`config.mk`:
```
export PLATFORM = sky130hd
export DESIGN_NAME = muldiv_cluster
export DESIGN_NICKNAME = d
export VERILOG_FILES = /design/src/hw/muldiv_pkg.sv /design/src/hw/exec_queue.sv /design/src/hw/mul_unit.sv /design/src/hw/div_unit.sv /design/src/hw/cdb_arbiter.sv /design/src/hw/muldiv_cluster.sv
export VERILOG_INCLUDE_DIRS = /design/src /design/src/hw
export SDC_FILE = /design/constraint.sdc
export NUM_CORES = 2
export LEC_CHECK = 0
export ABC_AREA = 1
export BUFFER_PORTS_ARGS = -buffer_cell sky130_fd_sc_hd__buf_2
export CAP_MARGIN = 30
export CORE_MARGIN = 4
export CORE_UTILIZATION = 66
export CTS_BUF_LIST = sky130_fd_sc_hd__clkbuf_2 sky130_fd_sc_hd__clkbuf_4 sky130_fd_sc_hd__clkbuf_8
export DETAILED_ROUTE_END_ITERATION = 8
export PLACE_DENSITY = 0.85
export SLEW_MARGIN = 20
export SYNTH_ARGS = -nofsm -noshare
export SYNTH_HDL_FRONTEND = slang
export SYNTH_SLANG_ARGS = --single-unit
```
`constraint.sdc`:
```
create_clock -name clk -period 7.3 [get_ports clk]
set_input_delay 1.825 -clock clk [delete_from_list [all_inputs] [get_ports clk]]
set_output_delay 1.825 -clock clk [all_outputs]
set_load 0.01 [all_outputs]
```
`src/hw/muldiv_settings.svh`:
```
`ifndef MULDIV_SETTINGS_SVH
`define MULDIV_SETTINGS_SVH

// result tags name up to 64 instructions in flight
`define MULDIV_TAG_W 6

// operands and results are one machine word
`define MULDIV_DATA_W 32

// entries held by each execution queue
`define MULDIV_QUEUE_DEPTH 4

// the restoring divider produces one quotient bit per iteration
`define MULDIV_DIV_STEPS 32

// register stages between multiplier issue and its result
`define MULDIV_MUL_STAGES 3

`endif

```
`src/hw/muldiv_pkg.sv`:
```
`include "muldiv_settings.svh"

package muldiv_pkg;

   // a tag names a result that has not reached the CDB yet
   typedef logic [`MULDIV_TAG_W-1:0] tag_t;

   // operands and results share one width
   typedef logic [`MULDIV_DATA_W-1:0] data_t;

   // the operation class picks the execution queue at dispatch
   typedef enum logic {
      OP_MUL = 1'b0,
      OP_DIV = 1'b1
   } muldiv_op_t;

endpackage

```
`src/hw/exec_queue.sv`:
```
`timescale 1ns/10ps
`include "muldiv_settings.svh"

module exec_queue
   import muldiv_pkg::*;
#(
   parameter int DEPTH = `MULDIV_QUEUE_DEPTH
) (
   input  logic  clk,
   input  logic  rst_n,

   input  tag_t  rdtag,
   input  tag_t  rstag,
   input  tag_t  rttag,
   input  data_t rsdata,
   input  data_t rtdata,
   input  logic  rsvalid,
   input  logic  rtvalid,
   input  logic  en,
   output logic  ready,

   input  logic  cdb_valid,
   input  tag_t  cdb_tag,
   input  data_t cdb_data,

   output logic  issue_valid,
   output tag_t  issue_rdtag,
   output data_t issue_rsdata,
   output data_t issue_rtdata,
   input  logic  issue_accept
);

   // one waiting instruction
   // an operand flagged valid holds its value, otherwise its tag names the producer
   typedef struct packed {
      tag_t  rdtag;
      tag_t  rstag;
      tag_t  rttag;
      logic  rsvalid;
      logic  rtvalid;
      data_t rsdata;
      data_t rtdata;
   } entry_t;

   // slot 0 is the oldest entry and occupied slots are always contiguous from 0
   logic [DEPTH-1:0] valid_q;
   logic [DEPTH-1:0] valid_n;
   entry_t           slot_q [DEPTH];
   entry_t           slot_n [DEPTH];

   // slots after CDB capture, with an extra empty slot on top to shift from
   logic [DEPTH:0]   valid_c;
   entry_t           slot_c [DEPTH+1];
   entry_t           incoming;

   logic [DEPTH-1:0] entry_rdy;
   logic [DEPTH-1:0] sel_oh;
   logic [DEPTH-1:0] shift;
   entry_t           sel_entry;
   logic             issue_fire;
   logic             push;

   // an operand that is still waiting takes the CDB value when the tags match
   function automatic entry_t snoop(entry_t e, logic cv, tag_t ct, data_t cd);
      entry_t r;
      r = e;
      if (cv && !e.rsvalid && e.rstag == ct) begin
         r.rsvalid = 1'b1;
         r.rsdata  = cd;
      end
      if (cv && !e.rtvalid && e.rttag == ct) begin
         r.rtvalid = 1'b1;
         r.rtdata  = cd;
      end
      return r;
   endfunction

   always_comb begin
      // the instruction being dispatched snoops too, so a result broadcast in
      // its dispatch cycle is not missed
      incoming = '{rdtag: rdtag, rstag: rstag, rttag: rttag, rsvalid: rsvalid,
                   rtvalid: rtvalid, rsdata: rsdata, rtdata: rtdata};
      incoming = snoop(incoming, cdb_valid, cdb_tag, cdb_data);
      for (int i = 0; i < DEPTH; i++) begin
         slot_c[i] = snoop(slot_q[i], cdb_valid, cdb_tag, cdb_data);
      end
      slot_c[DEPTH] = '0;
      valid_c       = {1'b0, valid_q};
   end

   // readiness looks at registered operands only
   // so a CDB capture makes an entry ready one cycle after the broadcast
   always_comb begin : pick_oldest
      logic found;
      found     = 1'b0;
      sel_oh    = '0;
      sel_entry = slot_q[0];
      for (int i = 0; i < DEPTH; i++) begin
         entry_rdy[i] = valid_q[i] && slot_q[i].rsvalid && slot_q[i].rtvalid;
         // the lowest ready slot is the oldest ready instruction
         if (entry_rdy[i] && !found) begin
            found     = 1'b1;
            sel_oh[i] = 1'b1;
            sel_entry = slot_q[i];
         end
      end
   end

   assign issue_valid  = |entry_rdy;
   assign issue_rdtag  = sel_entry.rdtag;
   assign issue_rsdata = sel_entry.rsdata;
   assign issue_rtdata = sel_entry.rtdata;
   assign issue_fire   = issue_valid && issue_accept;

   // the issued slot and every slot above it move down by one
   assign shift = issue_fire ? ~(sel_oh - DEPTH'(1)) : '0;

   // a full queue still takes an entry when one leaves in the same cycle
   assign ready = !valid_q[DEPTH-1] || issue_fire;
   assign push  = en && ready;

   always_comb begin : collapse
      logic placed;
      placed = 1'b0;
      for (int i = 0; i < DEPTH; i++) begin
         valid_n[i] = shift[i] ? valid_c[i+1] : valid_c[i];
         slot_n[i]  = shift[i] ? slot_c[i+1] : slot_c[i];
         // the new entry lands on the first free slot above the survivors
         if (push && !valid_n[i] && !placed) begin
            placed     = 1'b1;
            valid_n[i] = 1'b1;
            slot_n[i]  = incoming;
         end
      end
   end

   always_ff @(posedge clk or negedge rst_n) begin
      if (!rst_n) begin
         valid_q <= '0;
      end else begin
         valid_q <= valid_n;
      end
   end

   always_ff @(posedge clk) begin
      for (int i = 0; i < DEPTH; i++) begin
         slot_q[i] <= slot_n[i];
      end
   end

   // dispatch has to honour back-pressure from this queue
   a_no_push_when_full: assert property (@(posedge clk) disable iff (!rst_n)
      en |-> ready)
      else $error("exec_queue: dispatch while full");

   // an issued entry never carries an operand still waiting on the CDB
   a_issue_operands: assert property (@(posedge clk) disable iff (!rst_n)
      issue_valid |-> sel_entry.rsvalid && sel_entry.rtvalid)
      else $error("exec_queue: issue with a pending operand");

endmodule

```
`src/hw/mul_unit.sv`:
```
`timescale 1ns/10ps
`include "muldiv_settings.svh"

module mul_unit
   import muldiv_pkg::*;
(
   input  logic  clk,
   input  logic  rst_n,
   input  logic  issue_valid,
   input  tag_t  issue_rdtag,
   input  data_t issue_rsdata,
   input  data_t issue_rtdata,
   output logic  issue_accept,
   output logic  result_valid,
   output tag_t  result_tag,
   output data_t result_data,
   input  logic  result_grant
);

   localparam int STAGES = `MULDIV_MUL_STAGES;
   localparam int W      = $bits(data_t);
   localparam int H      = W / 2;

   // the datapath below has exactly three register stages
   if (STAGES != 3) begin : g_stage_check
      $error("mul_unit expects three pipeline stages");
   end

   // one valid bit per stage, the top bit faces the CDB arbiter
   logic [STAGES-1:0] vld_q;
   logic              advance;

   // stage 1 holds the operands
   data_t        a_q;
   data_t        b_q;
   tag_t         tag1_q;
   // stage 2 holds the partial products
   data_t        low_q;
   logic [H-1:0] cross_q;
   tag_t         tag2_q;
   // stage 3 holds the low word of the product
   data_t        prod_q;
   tag_t         tag3_q;

   data_t        low_n;
   logic [H-1:0] cross_n;

   // the whole pipeline freezes while its finished result waits for the CDB
   assign advance      = !vld_q[STAGES-1] || result_grant;
   assign issue_accept = advance;

   // only the low word is kept, so the high by high product is never needed
   // and the cross terms only matter in their low half
   always_comb begin
      low_n   = data_t'(a_q[H-1:0]) * data_t'(b_q[H-1:0]);
      cross_n = a_q[H-1:0] * b_q[W-1:H] + a_q[W-1:H] * b_q[H-1:0];
   end

   always_ff @(posedge clk or negedge rst_n) begin
      if (!rst_n) begin
         vld_q <= '0;
      end else if (advance) begin
         vld_q <= {vld_q[STAGES-2:0], issue_valid};
      end
   end

   always_ff @(posedge clk) begin
      if (advance) begin
         a_q     <= issue_rsdata;
         b_q     <= issue_rtdata;
         tag1_q  <= issue_rdtag;
         low_q   <= low_n;
         cross_q <= cross_n;
         tag2_q  <= tag1_q;
         prod_q  <= low_q + {cross_q, {H{1'b0}}};
         tag3_q  <= tag2_q;
      end
   end

   assign result_valid = vld_q[STAGES-1];
   assign result_tag   = tag3_q;
   assign result_data  = prod_q;

   // a stalled result stays put until the arbiter takes it
   a_hold_result: assert property (@(posedge clk) disable iff (!rst_n)
      result_valid && !result_grant |=>
         result_valid && $stable(result_data) && $stable(result_tag))
      else $error("mul_unit: result changed before grant");

endmodule

```
`src/hw/div_unit.sv`:
```
`timescale 1ns/10ps
`include "muldiv_settings.svh"

module div_unit
   import muldiv_pkg::*;
(
   input  logic  clk,
   input  logic  rst_n,
   input  logic  issue_valid,
   input  tag_t  issue_rdtag,
   input  data_t issue_rsdata,
   input  data_t issue_rtdata,
   output logic  issue_accept,
   output logic  result_valid,
   output tag_t  result_tag,
   output data_t result_data,
   input  logic  result_grant
);

   localparam int               STEPS     = `MULDIV_DIV_STEPS;
   localparam int               W         = $bits(data_t);
   localparam int               CNT_W     = $clog2(STEPS);
   localparam logic [CNT_W-1:0] LAST_STEP = CNT_W'(STEPS - 1);

   typedef enum logic [1:0] {
      ST_IDLE,
      ST_BUSY,
      ST_DONE
   } state_t;

   state_t           state_q;
   logic [CNT_W-1:0] step_q;
   logic             start;

   // the quotient register starts out holding the dividend
   // and its top bit moves into the partial remainder each step
   data_t            quo_q;
   data_t            rem_q;
   data_t            divisor_q;
   tag_t             tag_q;

   logic [W:0]       trial;
   logic [W:0]       diff;
   logic             take;

   // one operation at a time, nothing is taken until the result has left
   assign issue_accept = (state_q == ST_IDLE);
   assign start        = issue_valid && issue_accept;

   // restoring step, the subtraction is kept only when it does not borrow
   // with a zero divisor every step subtracts, which leaves all ones
   always_comb begin
      trial = {rem_q, quo_q[W-1]};
      diff  = trial - {1'b0, divisor_q};
      take  = (trial >= {1'b0, divisor_q});
   end

   always_ff @(posedge clk or negedge rst_n) begin
      if (!rst_n) begin
         state_q <= ST_IDLE;
         step_q  <= '0;
      end else begin
         case (state_q)
            ST_IDLE: begin
               if (start) begin
                  state_q <= ST_BUSY;
                  step_q  <= '0;
               end
            end
            ST_BUSY: begin
               step_q <= step_q + CNT_W'(1);
               if (step_q == LAST_STEP) begin
                  state_q <= ST_DONE;
               end
            end
            ST_DONE: begin
               if (result_grant) begin
                  state_q <= ST_IDLE;
               end
            end
            default: begin
               state_q <= ST_IDLE;
            end
         endcase
      end
   end

   always_ff @(posedge clk) begin
      if (start) begin
         quo_q     <= issue_rsdata;
         rem_q     <= '0;
         divisor_q <= issue_rtdata;
         tag_q     <= issue_rdtag;
      end else if (state_q == ST_BUSY) begin
         quo_q <= {quo_q[W-2:0], take};
         rem_q <= take ? diff[W-1:0] : trial[W-1:0];
      end
   end

   assign result_valid = (state_q == ST_DONE);
   assign result_tag   = tag_q;
   assign result_data  = quo_q;

   // a busy divider can only move on to done, never straight back to accepting
   a_no_accept_busy: assert property (@(posedge clk) disable iff (!rst_n)
      state_q == ST_BUSY |=> !issue_accept)
      else $error("div_unit: accept while busy");

endmodule

```
`src/hw/cdb_arbiter.sv`:
```
`timescale 1ns/10ps

module cdb_arbiter
   import muldiv_pkg::*;
(
   input  logic  clk,
   input  logic  rst_n,
   input  logic  mul_valid,
   input  tag_t  mul_tag,
   input  data_t mul_data,
   input  logic  div_valid,
   input  tag_t  div_tag,
   input  data_t div_data,
   output logic  mul_grant,
   output logic  div_grant,
   output logic  cdb_valid,
   output tag_t  cdb_tag,
   output data_t cdb_data
);

   // set when the divider won the most recent grant
   logic last_div_q;

   // with both units asking, the one that lost last time goes first
   assign mul_grant = mul_valid && (!div_valid || last_div_q);
   assign div_grant = div_valid && (!mul_valid || !last_div_q);

   always_ff @(posedge clk or negedge rst_n) begin
      if (!rst_n) begin
         last_div_q <= 1'b0;
         cdb_valid  <= 1'b0;
      end else begin
         if (mul_grant || div_grant) begin
            last_div_q <= div_grant;
         end
         cdb_valid <= mul_grant || div_grant;
      end
   end

   // the winner shows up on the CDB one cycle after its grant
   always_ff @(posedge clk) begin
      if (div_grant) begin
         cdb_tag  <= div_tag;
         cdb_data <= div_data;
      end else if (mul_grant) begin
         cdb_tag  <= mul_tag;
         cdb_data <= mul_data;
      end
   end

   a_one_grant: assert property (@(posedge clk) disable iff (!rst_n)
      $onehot0({mul_grant, div_grant}))
      else $error("cdb_arbiter: two grants at once");

endmodule

```
`src/hw/muldiv_cluster.sv`:
```
`timescale 1ns/10ps

module muldiv_cluster
   import muldiv_pkg::*;
(
   input  logic       clk,
   input  logic       rst_n,
   input  muldiv_op_t dispatch_op,
   input  tag_t       dispatch_rdtag,
   input  tag_t       dispatch_rstag,
   input  tag_t       dispatch_rttag,
   input  data_t      dispatch_rsdata,
   input  data_t      dispatch_rtdata,
   input  logic       dispatch_rsvalid,
   input  logic       dispatch_rtvalid,
   input  logic       dispatch_en,
   output logic       dispatch_ready,
   output logic       cdb_valid,
   output tag_t       cdb_tag,
   output data_t      cdb_data
);

   logic  mul_en;
   logic  mul_ready;
   logic  mul_issue_valid;
   tag_t  mul_issue_rdtag;
   data_t mul_issue_rsdata;
   data_t mul_issue_rtdata;
   logic  mul_issue_accept;
   logic  mul_result_valid;
   tag_t  mul_result_tag;
   data_t mul_result_data;
   logic  mul_grant;

   logic  div_en;
   logic  div_ready;
   logic  div_issue_valid;
   tag_t  div_issue_rdtag;
   data_t div_issue_rsdata;
   data_t div_issue_rtdata;
   logic  div_issue_accept;
   logic  div_result_valid;
   tag_t  div_result_tag;
   data_t div_result_data;
   logic  div_grant;

   // only the queue of the selected class sees the dispatch
   // and only in a cycle where that queue can take it
   assign mul_en         = dispatch_en && (dispatch_op == OP_MUL) && mul_ready;
   assign div_en         = dispatch_en && (dispatch_op == OP_DIV) && div_ready;
   assign dispatch_ready = (dispatch_op == OP_MUL) ? mul_ready : div_ready;

   // both queues snoop the same CDB that leaves the cluster
   exec_queue mul_queue (
      .clk, .rst_n,
      .rdtag(dispatch_rdtag), .rstag(dispatch_rstag), .rttag(dispatch_rttag),
      .rsdata(dispatch_rsdata), .rtdata(dispatch_rtdata),
      .rsvalid(dispatch_rsvalid), .rtvalid(dispatch_rtvalid),
      .en(mul_en), .ready(mul_ready),
      .cdb_valid, .cdb_tag, .cdb_data,
      .issue_valid(mul_issue_valid), .issue_rdtag(mul_issue_rdtag),
      .issue_rsdata(mul_issue_rsdata), .issue_rtdata(mul_issue_rtdata),
      .issue_accept(mul_issue_accept)
   );

   exec_queue div_queue (
      .clk, .rst_n,
      .rdtag(dispatch_rdtag), .rstag(dispatch_rstag), .rttag(dispatch_rttag),
      .rsdata(dispatch_rsdata), .rtdata(dispatch_rtdata),
      .rsvalid(dispatch_rsvalid), .rtvalid(dispatch_rtvalid),
      .en(div_en), .ready(div_ready),
      .cdb_valid, .cdb_tag, .cdb_data,
      .issue_valid(div_issue_valid), .issue_rdtag(div_issue_rdtag),
      .issue_rsdata(div_issue_rsdata), .issue_rtdata(div_issue_rtdata),
      .issue_accept(div_issue_accept)
   );

   mul_unit u_mul_unit (
      .clk, .rst_n,
      .issue_valid(mul_issue_valid), .issue_rdtag(mul_issue_rdtag),
      .issue_rsdata(mul_issue_rsdata), .issue_rtdata(mul_issue_rtdata),
      .issue_accept(mul_issue_accept),
      .result_valid(mul_result_valid), .result_tag(mul_result_tag),
      .result_data(mul_result_data), .result_grant(mul_grant)
   );

   div_unit u_div_unit (
      .clk, .rst_n,
      .issue_valid(div_issue_valid), .issue_rdtag(div_issue_rdtag),
      .issue_rsdata(div_issue_rsdata), .issue_rtdata(div_issue_rtdata),
      .issue_accept(div_issue_accept),
      .result_valid(div_result_valid), .result_tag(div_result_tag),
      .result_data(div_result_data), .result_grant(div_grant)
   );

   cdb_arbiter u_cdb_arbiter (
      .clk, .rst_n,
      .mul_valid(mul_result_valid), .mul_tag(mul_result_tag), .mul_data(mul_result_data),
      .div_valid(div_result_valid), .div_tag(div_result_tag), .div_data(div_result_data),
      .mul_grant, .div_grant,
      .cdb_valid, .cdb_tag, .cdb_data
   );

endmodule

```
-- Yosys cells after proc, flatten, opt, wreduce, memory -nomap -nowiden
Memories as Yosys holds them, arrays and structs flattened.
Index checks and enable logic that the tools add are counted.
- bits in registers: 322
- input port bits: 88
- output and inout bits: 40
- bits in writable memories: 672
- memories: 2
- logic and storage cells: 307
- muxes and demuxes: 108
- magnitude comparators: 1
- $add $sub $neg: 6
- eq/ne operators: 24
- reduce and logical (&&, ||, !) cells: 139
- $mul: 3
- bitwise gates (word level): 3
- memories (memory ; words ; bits a word ; read ports ; clocked after Yosys merged registers in ; wr ports ; line ; text):
    div_queue.slot_q ; 4 ; 84 ; 4 ; 0 ; 4 ; exec_queue.sv:48 ; entry_t slot_q [DEPTH];
    mul_queue.slot_q ; 4 ; 84 ; 4 ; 0 ; 4 ; exec_queue.sv:48 ;
- operator list (cell ; number):
    84-bit 2-to-1 mux ; 22
    32-bit 2-to-1 mux ; 23
    6-bit equality test ; 18
    1-bit logical AND ; 82
    1-bit 2-to-1 mux ; 53
    1-bit zero test ; 43
    33-bit by 32-bit >= comparator with 1-bit output ; 1
    32-bit adder ; 1
    16-bit by 16-bit multiplier with 16-bit output ; 2
    16-bit by 16-bit multiplier with 32-bit output ; 1
    32-bit subtractor ; 1
    16-bit adder ; 1
    6-bit 2-to-1 mux ; 2
    5-bit one-hot mux with 2 select lines ; 1
    4-bit 2-to-1 mux ; 2
    4-bit NOT ; 2
    4-bit OR reduction ; 2
    4-bit by 1-bit subtractor with 4-bit output (second input constant) ; 2
    1-bit logical OR ; 6
    2-bit 2-to-1 mux ; 3
    2-bit one-hot mux with 3 select lines ; 1
    2-bit nonzero test ; 3
    5-bit by 1-bit adder with 5-bit output (second input constant) ; 1
    5-bit equality test (second input constant) ; 1
    other kinds (9) ; 10

-- Depth between registers and ports, before layout
An unclocked memory read counts as a cell.
- depth in word-level cells: 29
- mapped depth: 31
- depth with buffers taken out: 29

-- Cells and area by module
A second synthesis with hierarchy kept.
- cell total of the unflattened synthesis: 11339
- area, all modules: 78126.2 sq um
- modules (own cells, without submodules) (module ; instances ; sequential area each (sq um) ; cells each ; area an instance (sq um)):
    exec_queue ; 2 ; 8187.9 ; 3790 ; 23246.0
    mul_unit ; 1 ; 4939.7 ; 2615 ; 22878.2
    div_unit ; 1 ; 2917.8 ; 962 ; 6927.9
    cdb_arbiter ; 1 ; 1191.1 ; 175 ; 1796.7
    muldiv_cluster ; 1 ; 0.0 ; 7 ; 31.3

-- Worst setup path after synthesis
No wires, ideal clock.
- path kind: register -> register
- start: reg u_mul_unit.a_q[7]
- end: reg u_mul_unit.cross_q[15], data pin
- arrival: 6009 ps
- library setup time: 252 ps
- setup slack: 1039 ps
- clock period less this slack: 6261 ps
- data required time: 7048 ps
- stages on the path, launching flop included: 26
- path buffers: 2
- cells stage by stage: edfxtp_1 -> clkbuf_1 -> clkbuf_1 -> nand2_1 -> inv_1 -> fa_1 -> inv_1 -> fa_1 -> fa_1 -> fa_1 -> inv_1 -> fa_1 -> fa_1 -> fa_1 -> fa_1 -> ha_1 -> a21oi_1 -> o21ai_0 -> a21oi_1 -> o21ai_0 -> nand2_1 -> nand2_1 -> a21oi_1 -> inv_1 -> nand2_1 -> nand2_1
- word-level cells in the longest chain between the ends: 2
- ends and longest elaborated chain (item ; line ; text):
    start, declared ; mul_unit.sv:34 ; data_t a_q;
    start signal, assigned ; mul_unit.sv:69 ; a_q <= issue_rsdata;
    16-bit by 16-bit multiplier with 16-bit output ; mul_unit.sv:56 ; cross_n = a_q[H-1:0] * b_q[W-1:H] + a_q[W-1:H] * b_q[H-1:0];
    16-bit adder ; mul_unit.sv:56 ;
    via u_mul_unit.cross_n[15] ; mul_unit.sv:46 ; logic [H-1:0] cross_n;
    end signal, assigned ; mul_unit.sv:73 ; cross_q <= cross_n;
    end, declared ; mul_unit.sv:39 ; logic [H-1:0] cross_q;
The timed path passes the listed nets, and every way through them passes these cells.
A chain may end at the register's enable or synchronous reset.

-- Final worst setup path
- start: reg u_mul_unit.b_q[8]
- end: reg u_mul_unit.low_q[22], data pin
- word-level cells in the longest chain between the ends: 1
- ends and longest elaborated chain (item ; line ; text):
    start, declared ; mul_unit.sv:35 ; data_t b_q;
    start signal, assigned ; mul_unit.sv:70 ; b_q <= issue_rtdata;
    16-bit by 16-bit multiplier with 32-bit output ; mul_unit.sv:55 ; low_n = data_t'(a_q[H-1:0]) * data_t'(b_q[H-1:0]);
    via u_mul_unit.low_n[22] ; mul_unit.sv:45 ; data_t low_n;
    end signal, assigned ; mul_unit.sv:72 ; low_q <= low_n;
    end, declared ; mul_unit.sv:38 ; data_t low_q;
The timed path passes the listed nets, and every way through them passes these cells.

==> impl_results.md <==
* Cell Rows at 118
* Syn nets at 9,539
* Die Y at 332 um
* Worst Path Max Fanout at 13
* H-Tree Depth at 4
* Die width at 332 um
* Min-Delay Path Depth at 0
* DR iter-0 viols at 9,838
* # IOs at 128
* DRC viols at 1
* Cell Count, Final, Fillers Out at 10,200
* Critical path data arrival time at 7.65 ns
* Final hold viol count at 0
* Syn Area/Cell at 7.83 sq um
* CTS root buf: clkbuf_8
* Clk sinks at 994
* Die area at 0.110 sq mm
* Min-Delay Path Class: register to register
* Clock-pin slew on the worst setup and hold paths at 0.06 ns
* Cts hold-fix bufs at 0
* Status: finished with violations
* Leading post-synthesis cells by cell area: edfxtp_1, nand2_1, dfxtp_1, o21ai_0, fa_1
* Post-synth top cells: nand2_1, o21ai_0, inv_1
* Fin crit period at 6.98 ns
* I/O Buffers at 127
* Reg2reg start: u_mul_unit.b_q[8]$_DFFE_PN_
* Delay of the slowest critical-path stage at 0.90 ns
* Post-synth EDFFs at 542
* HPWL Detailed at 154,000 um
* Post-CTS sizing at 0
* Layout cells sized above 1 at 0.0778
* Max_slew headroom at 0.188
* Placed cell count at 9,876
* Max clock buf depth at 3
* Setup TNS at 0 ns
* Cell variety after synth at 58
* Vias in the first global route at 62,500
* Slowest stage cell, crit path: edfxtp_1
* Ys flop type: edfxtp_1
* Post-Syn Area at 0.0691 sq mm
* M1 GR Usage at 0.517
* Crit Path Class: register to register
* Skew final at 0.0541 ns
* GRT busiest layer: met2
* Fraction of registers with async set/reset at 0.0201
* Max-cap violations at 0
* First-pass GRT wire length at 358,000 um
* Worst skew pair latency at 0.93 ns
* GR Util met3 at 0.145
* Layout Nets at 9,387
* Setup Buffers After CTS at 0
* Fill cells at 7,813
* Yosys top cell by area: edfxtp_1
* Seq/Total Area, Yosys at 0.368
* Initial antenna violation count at 14
* Vias/cell at 6.33
* GP Congestion at 0.982
* Worst R2R Setup Slack at 0.32 ns
* Pin count of the biggest net entering global routing at 141
* Violations in the final reports: DRC
* Worst r2r path cells at 19
* Count leader, synth: nand2_1
* FF/Latch Area at 0.0254 sq mm
* GRT Util Overall at 0.420
* F_max at 0.143 GHz
* RSZ-0062 raised after global routing: no
* Yosys top cell area share at 0.235
* Hold EP: u_mul_unit.result_tag[4]$_DFFE_PN_
* Total CTS buffers at 167
* Nature of the critical path startpoint: register
* Post-route ant nets at 0
* Core ar. at 0.104 sq mm
* Routed wire length at 238,000 um
* Worst R2R End: u_mul_unit.low_q[22]$_DFFE_PN_
* CP most frequent cell: fa_1
* Crit path required time at 7.97 ns
* Worst Hold Launch: u_mul_unit.tag2_q[4]$_DFFE_PN_
* Fin crit share at 0.957
* Met2 Usage GRT at 0.619
* Gr ovfl total at 0
* Final number of max-transition violations at 0
* Synth Instances at 8,827
* DR WL/cell at 23.3 um
* Multi-input gate area at 0.0367 sq mm
* Area grow syn2layout at 7.05%
* YS warnings at 0
* Setup-failing EPs final at 0
* CTS tree: yes
* Worst Tran Pin Value at 1.21 ns
* FF+latch count, synth at 994
* Via count at 64,600
* Nature of the critical path endpoint: register
* Starting Density at 0.666
* DRT Pass-1 Iters at 8
* CP cell instances: buf_4 -> nand2_1 -> fa_1 -> inv_1 -> fa_1 -> inv_1 -> fa_1 -> inv_1 -> fa_1 -> fa_1 -> inv_1 -> fa_1 -> inv_1 -> ha_1 -> nand2_1 -> nor4_1 -> nand4_1 -> nand3_1 -> xor2_1
[cells in the final DEF, fill, tap and decap left out, types with 11 or more instances in the layout]
| master | instances |
|---|---|
| diode_2 | 13 |
| clkbuf_8 | 184 |
| nand3b_1 | 37 |
| nand4_1 | 22 |
| fa_1 | 380 |
| dfrtp_1 | 20 |
| xor2_1 | 99 |
| buf_2 | 134 |
| mux2_2 | 21 |
| xnor2_1 | 52 |
| a211oi_1 | 16 |
| clkinv_2 | 20 |
| or2_2 | 21 |
| clkinv_1 | 21 |
| a31oi_1 | 11 |
| ha_1 | 244 |
| dfxtp_1 | 432 |
| a21oi_1 | 157 |
| inv_1 | 1225 |
| inv_2 | 12 |
| nand3_1 | 321 |
| clkbuf_4 | 76 |
| o21ai_2 | 12 |
| nor4_1 | 15 |
| nand2_1 | 2298 |
| o21ai_1 | 86 |
| mux2i_1 | 92 |
| nor2_1 | 245 |
| o211ai_1 | 138 |
| edfxtp_1 | 542 |
| buf_4 | 114 |
| o21ai_0 | 1568 |
| o22ai_1 | 25 |
| o21a_1 | 42 |
[routing by layer]
layer	routed length, um	vias to the layer above
met3	39200	1394
met1	79000	29600
met2	98300	5283
met4	21100	14
met5	155	-
li1	-	28300
[state kept, by name, indices dropped and copies added, names as in the netlist, 16 cells and up]
register,flops
div_queue.slot_q,336
mul_queue.slot_q,336
u_cdb_arbiter.cdb_data,32
u_div_unit.divisor_q,32
u_div_unit.rem_q,32
u_div_unit.result_data,32
u_mul_unit.a_q,32
u_mul_unit.b_q,32
u_mul_unit.low_q,32
u_mul_unit.result_data,32
u_mul_unit.cross_q,16
[worst max-delay path: cells and delay by family, from the launching register on]
kind	cells	cell delay, ns
AND/OR/NAND/NOR	5	1.52
XOR/XNOR	1	0.42
adder cells (fa/ha/maj)	7	3.31
buffers and inverters	6	0.59
flip-flops	1	0.90
[per-stage QoR]
stage                     hold slack, ns   util  setup WS (ns)  cell area (sq um)
final                              0.415  0.713          0.316              74000
after global routing               0.422  0.713         0.0591              74000
after CTS                          0.417  0.711          0.448              73800
after detailed placement           0.405  0.677          0.449              70300
after global placement             0.402  0.676          0.569              70200
after floorplan                    0.400      -           1.04              69100
[worst max-delay path by stage]
stage | startpoint | endpoint | slack (ns)
floorplan | u_mul_unit.a_q[7]$_DFFE_PN_ | u_mul_unit.cross_q[15]$_DFFE_PN_ | 1.04
global placement | u_mul_unit.b_q[18]$_DFFE_PN_ | u_mul_unit.cross_q[15]$_DFFE_PN_ | 0.57
detailed placement | u_mul_unit.b_q[8]$_DFFE_PN_ | u_mul_unit.low_q[28]$_DFFE_PN_ | 0.45
CTS | u_mul_unit.b_q[8]$_DFFE_PN_ | u_mul_unit.low_q[28]$_DFFE_PN_ | 0.45
global route | u_mul_unit.b_q[8]$_DFFE_PN_ | u_mul_unit.low_q[28]$_DFFE_PN_ | 0.06
finish | u_mul_unit.b_q[8]$_DFFE_PN_ | u_mul_unit.low_q[22]$_DFFE_PN_ | 0.32
[kinds of logic after synthesis]
family	after synthesis	share of synthesized area
simple gates	3018	0.176
compound gates	2090	0.161
buf+inv	1837	0.105
flops	994	0.368
fa+ha+maj	624	0.154
xor+xnor	151	0.0191
mux	113	0.0167
[area by class of cell]
type	instances	area share
Sequential cell	994	0.344
Multi-Input combinational cell	5996	0.496
Inverter	1249	0.0637
Clock buffer	259	0.0418
Timing Repair Buffer	267	0.0258
Clock inverter	54	0.00565
Tap cell	1380	0.0233
Antenna cell	13	0.000440
Power is not shown: default switching activity piles up to over one toggle a cycle in this logic, so the estimate is an artifact.
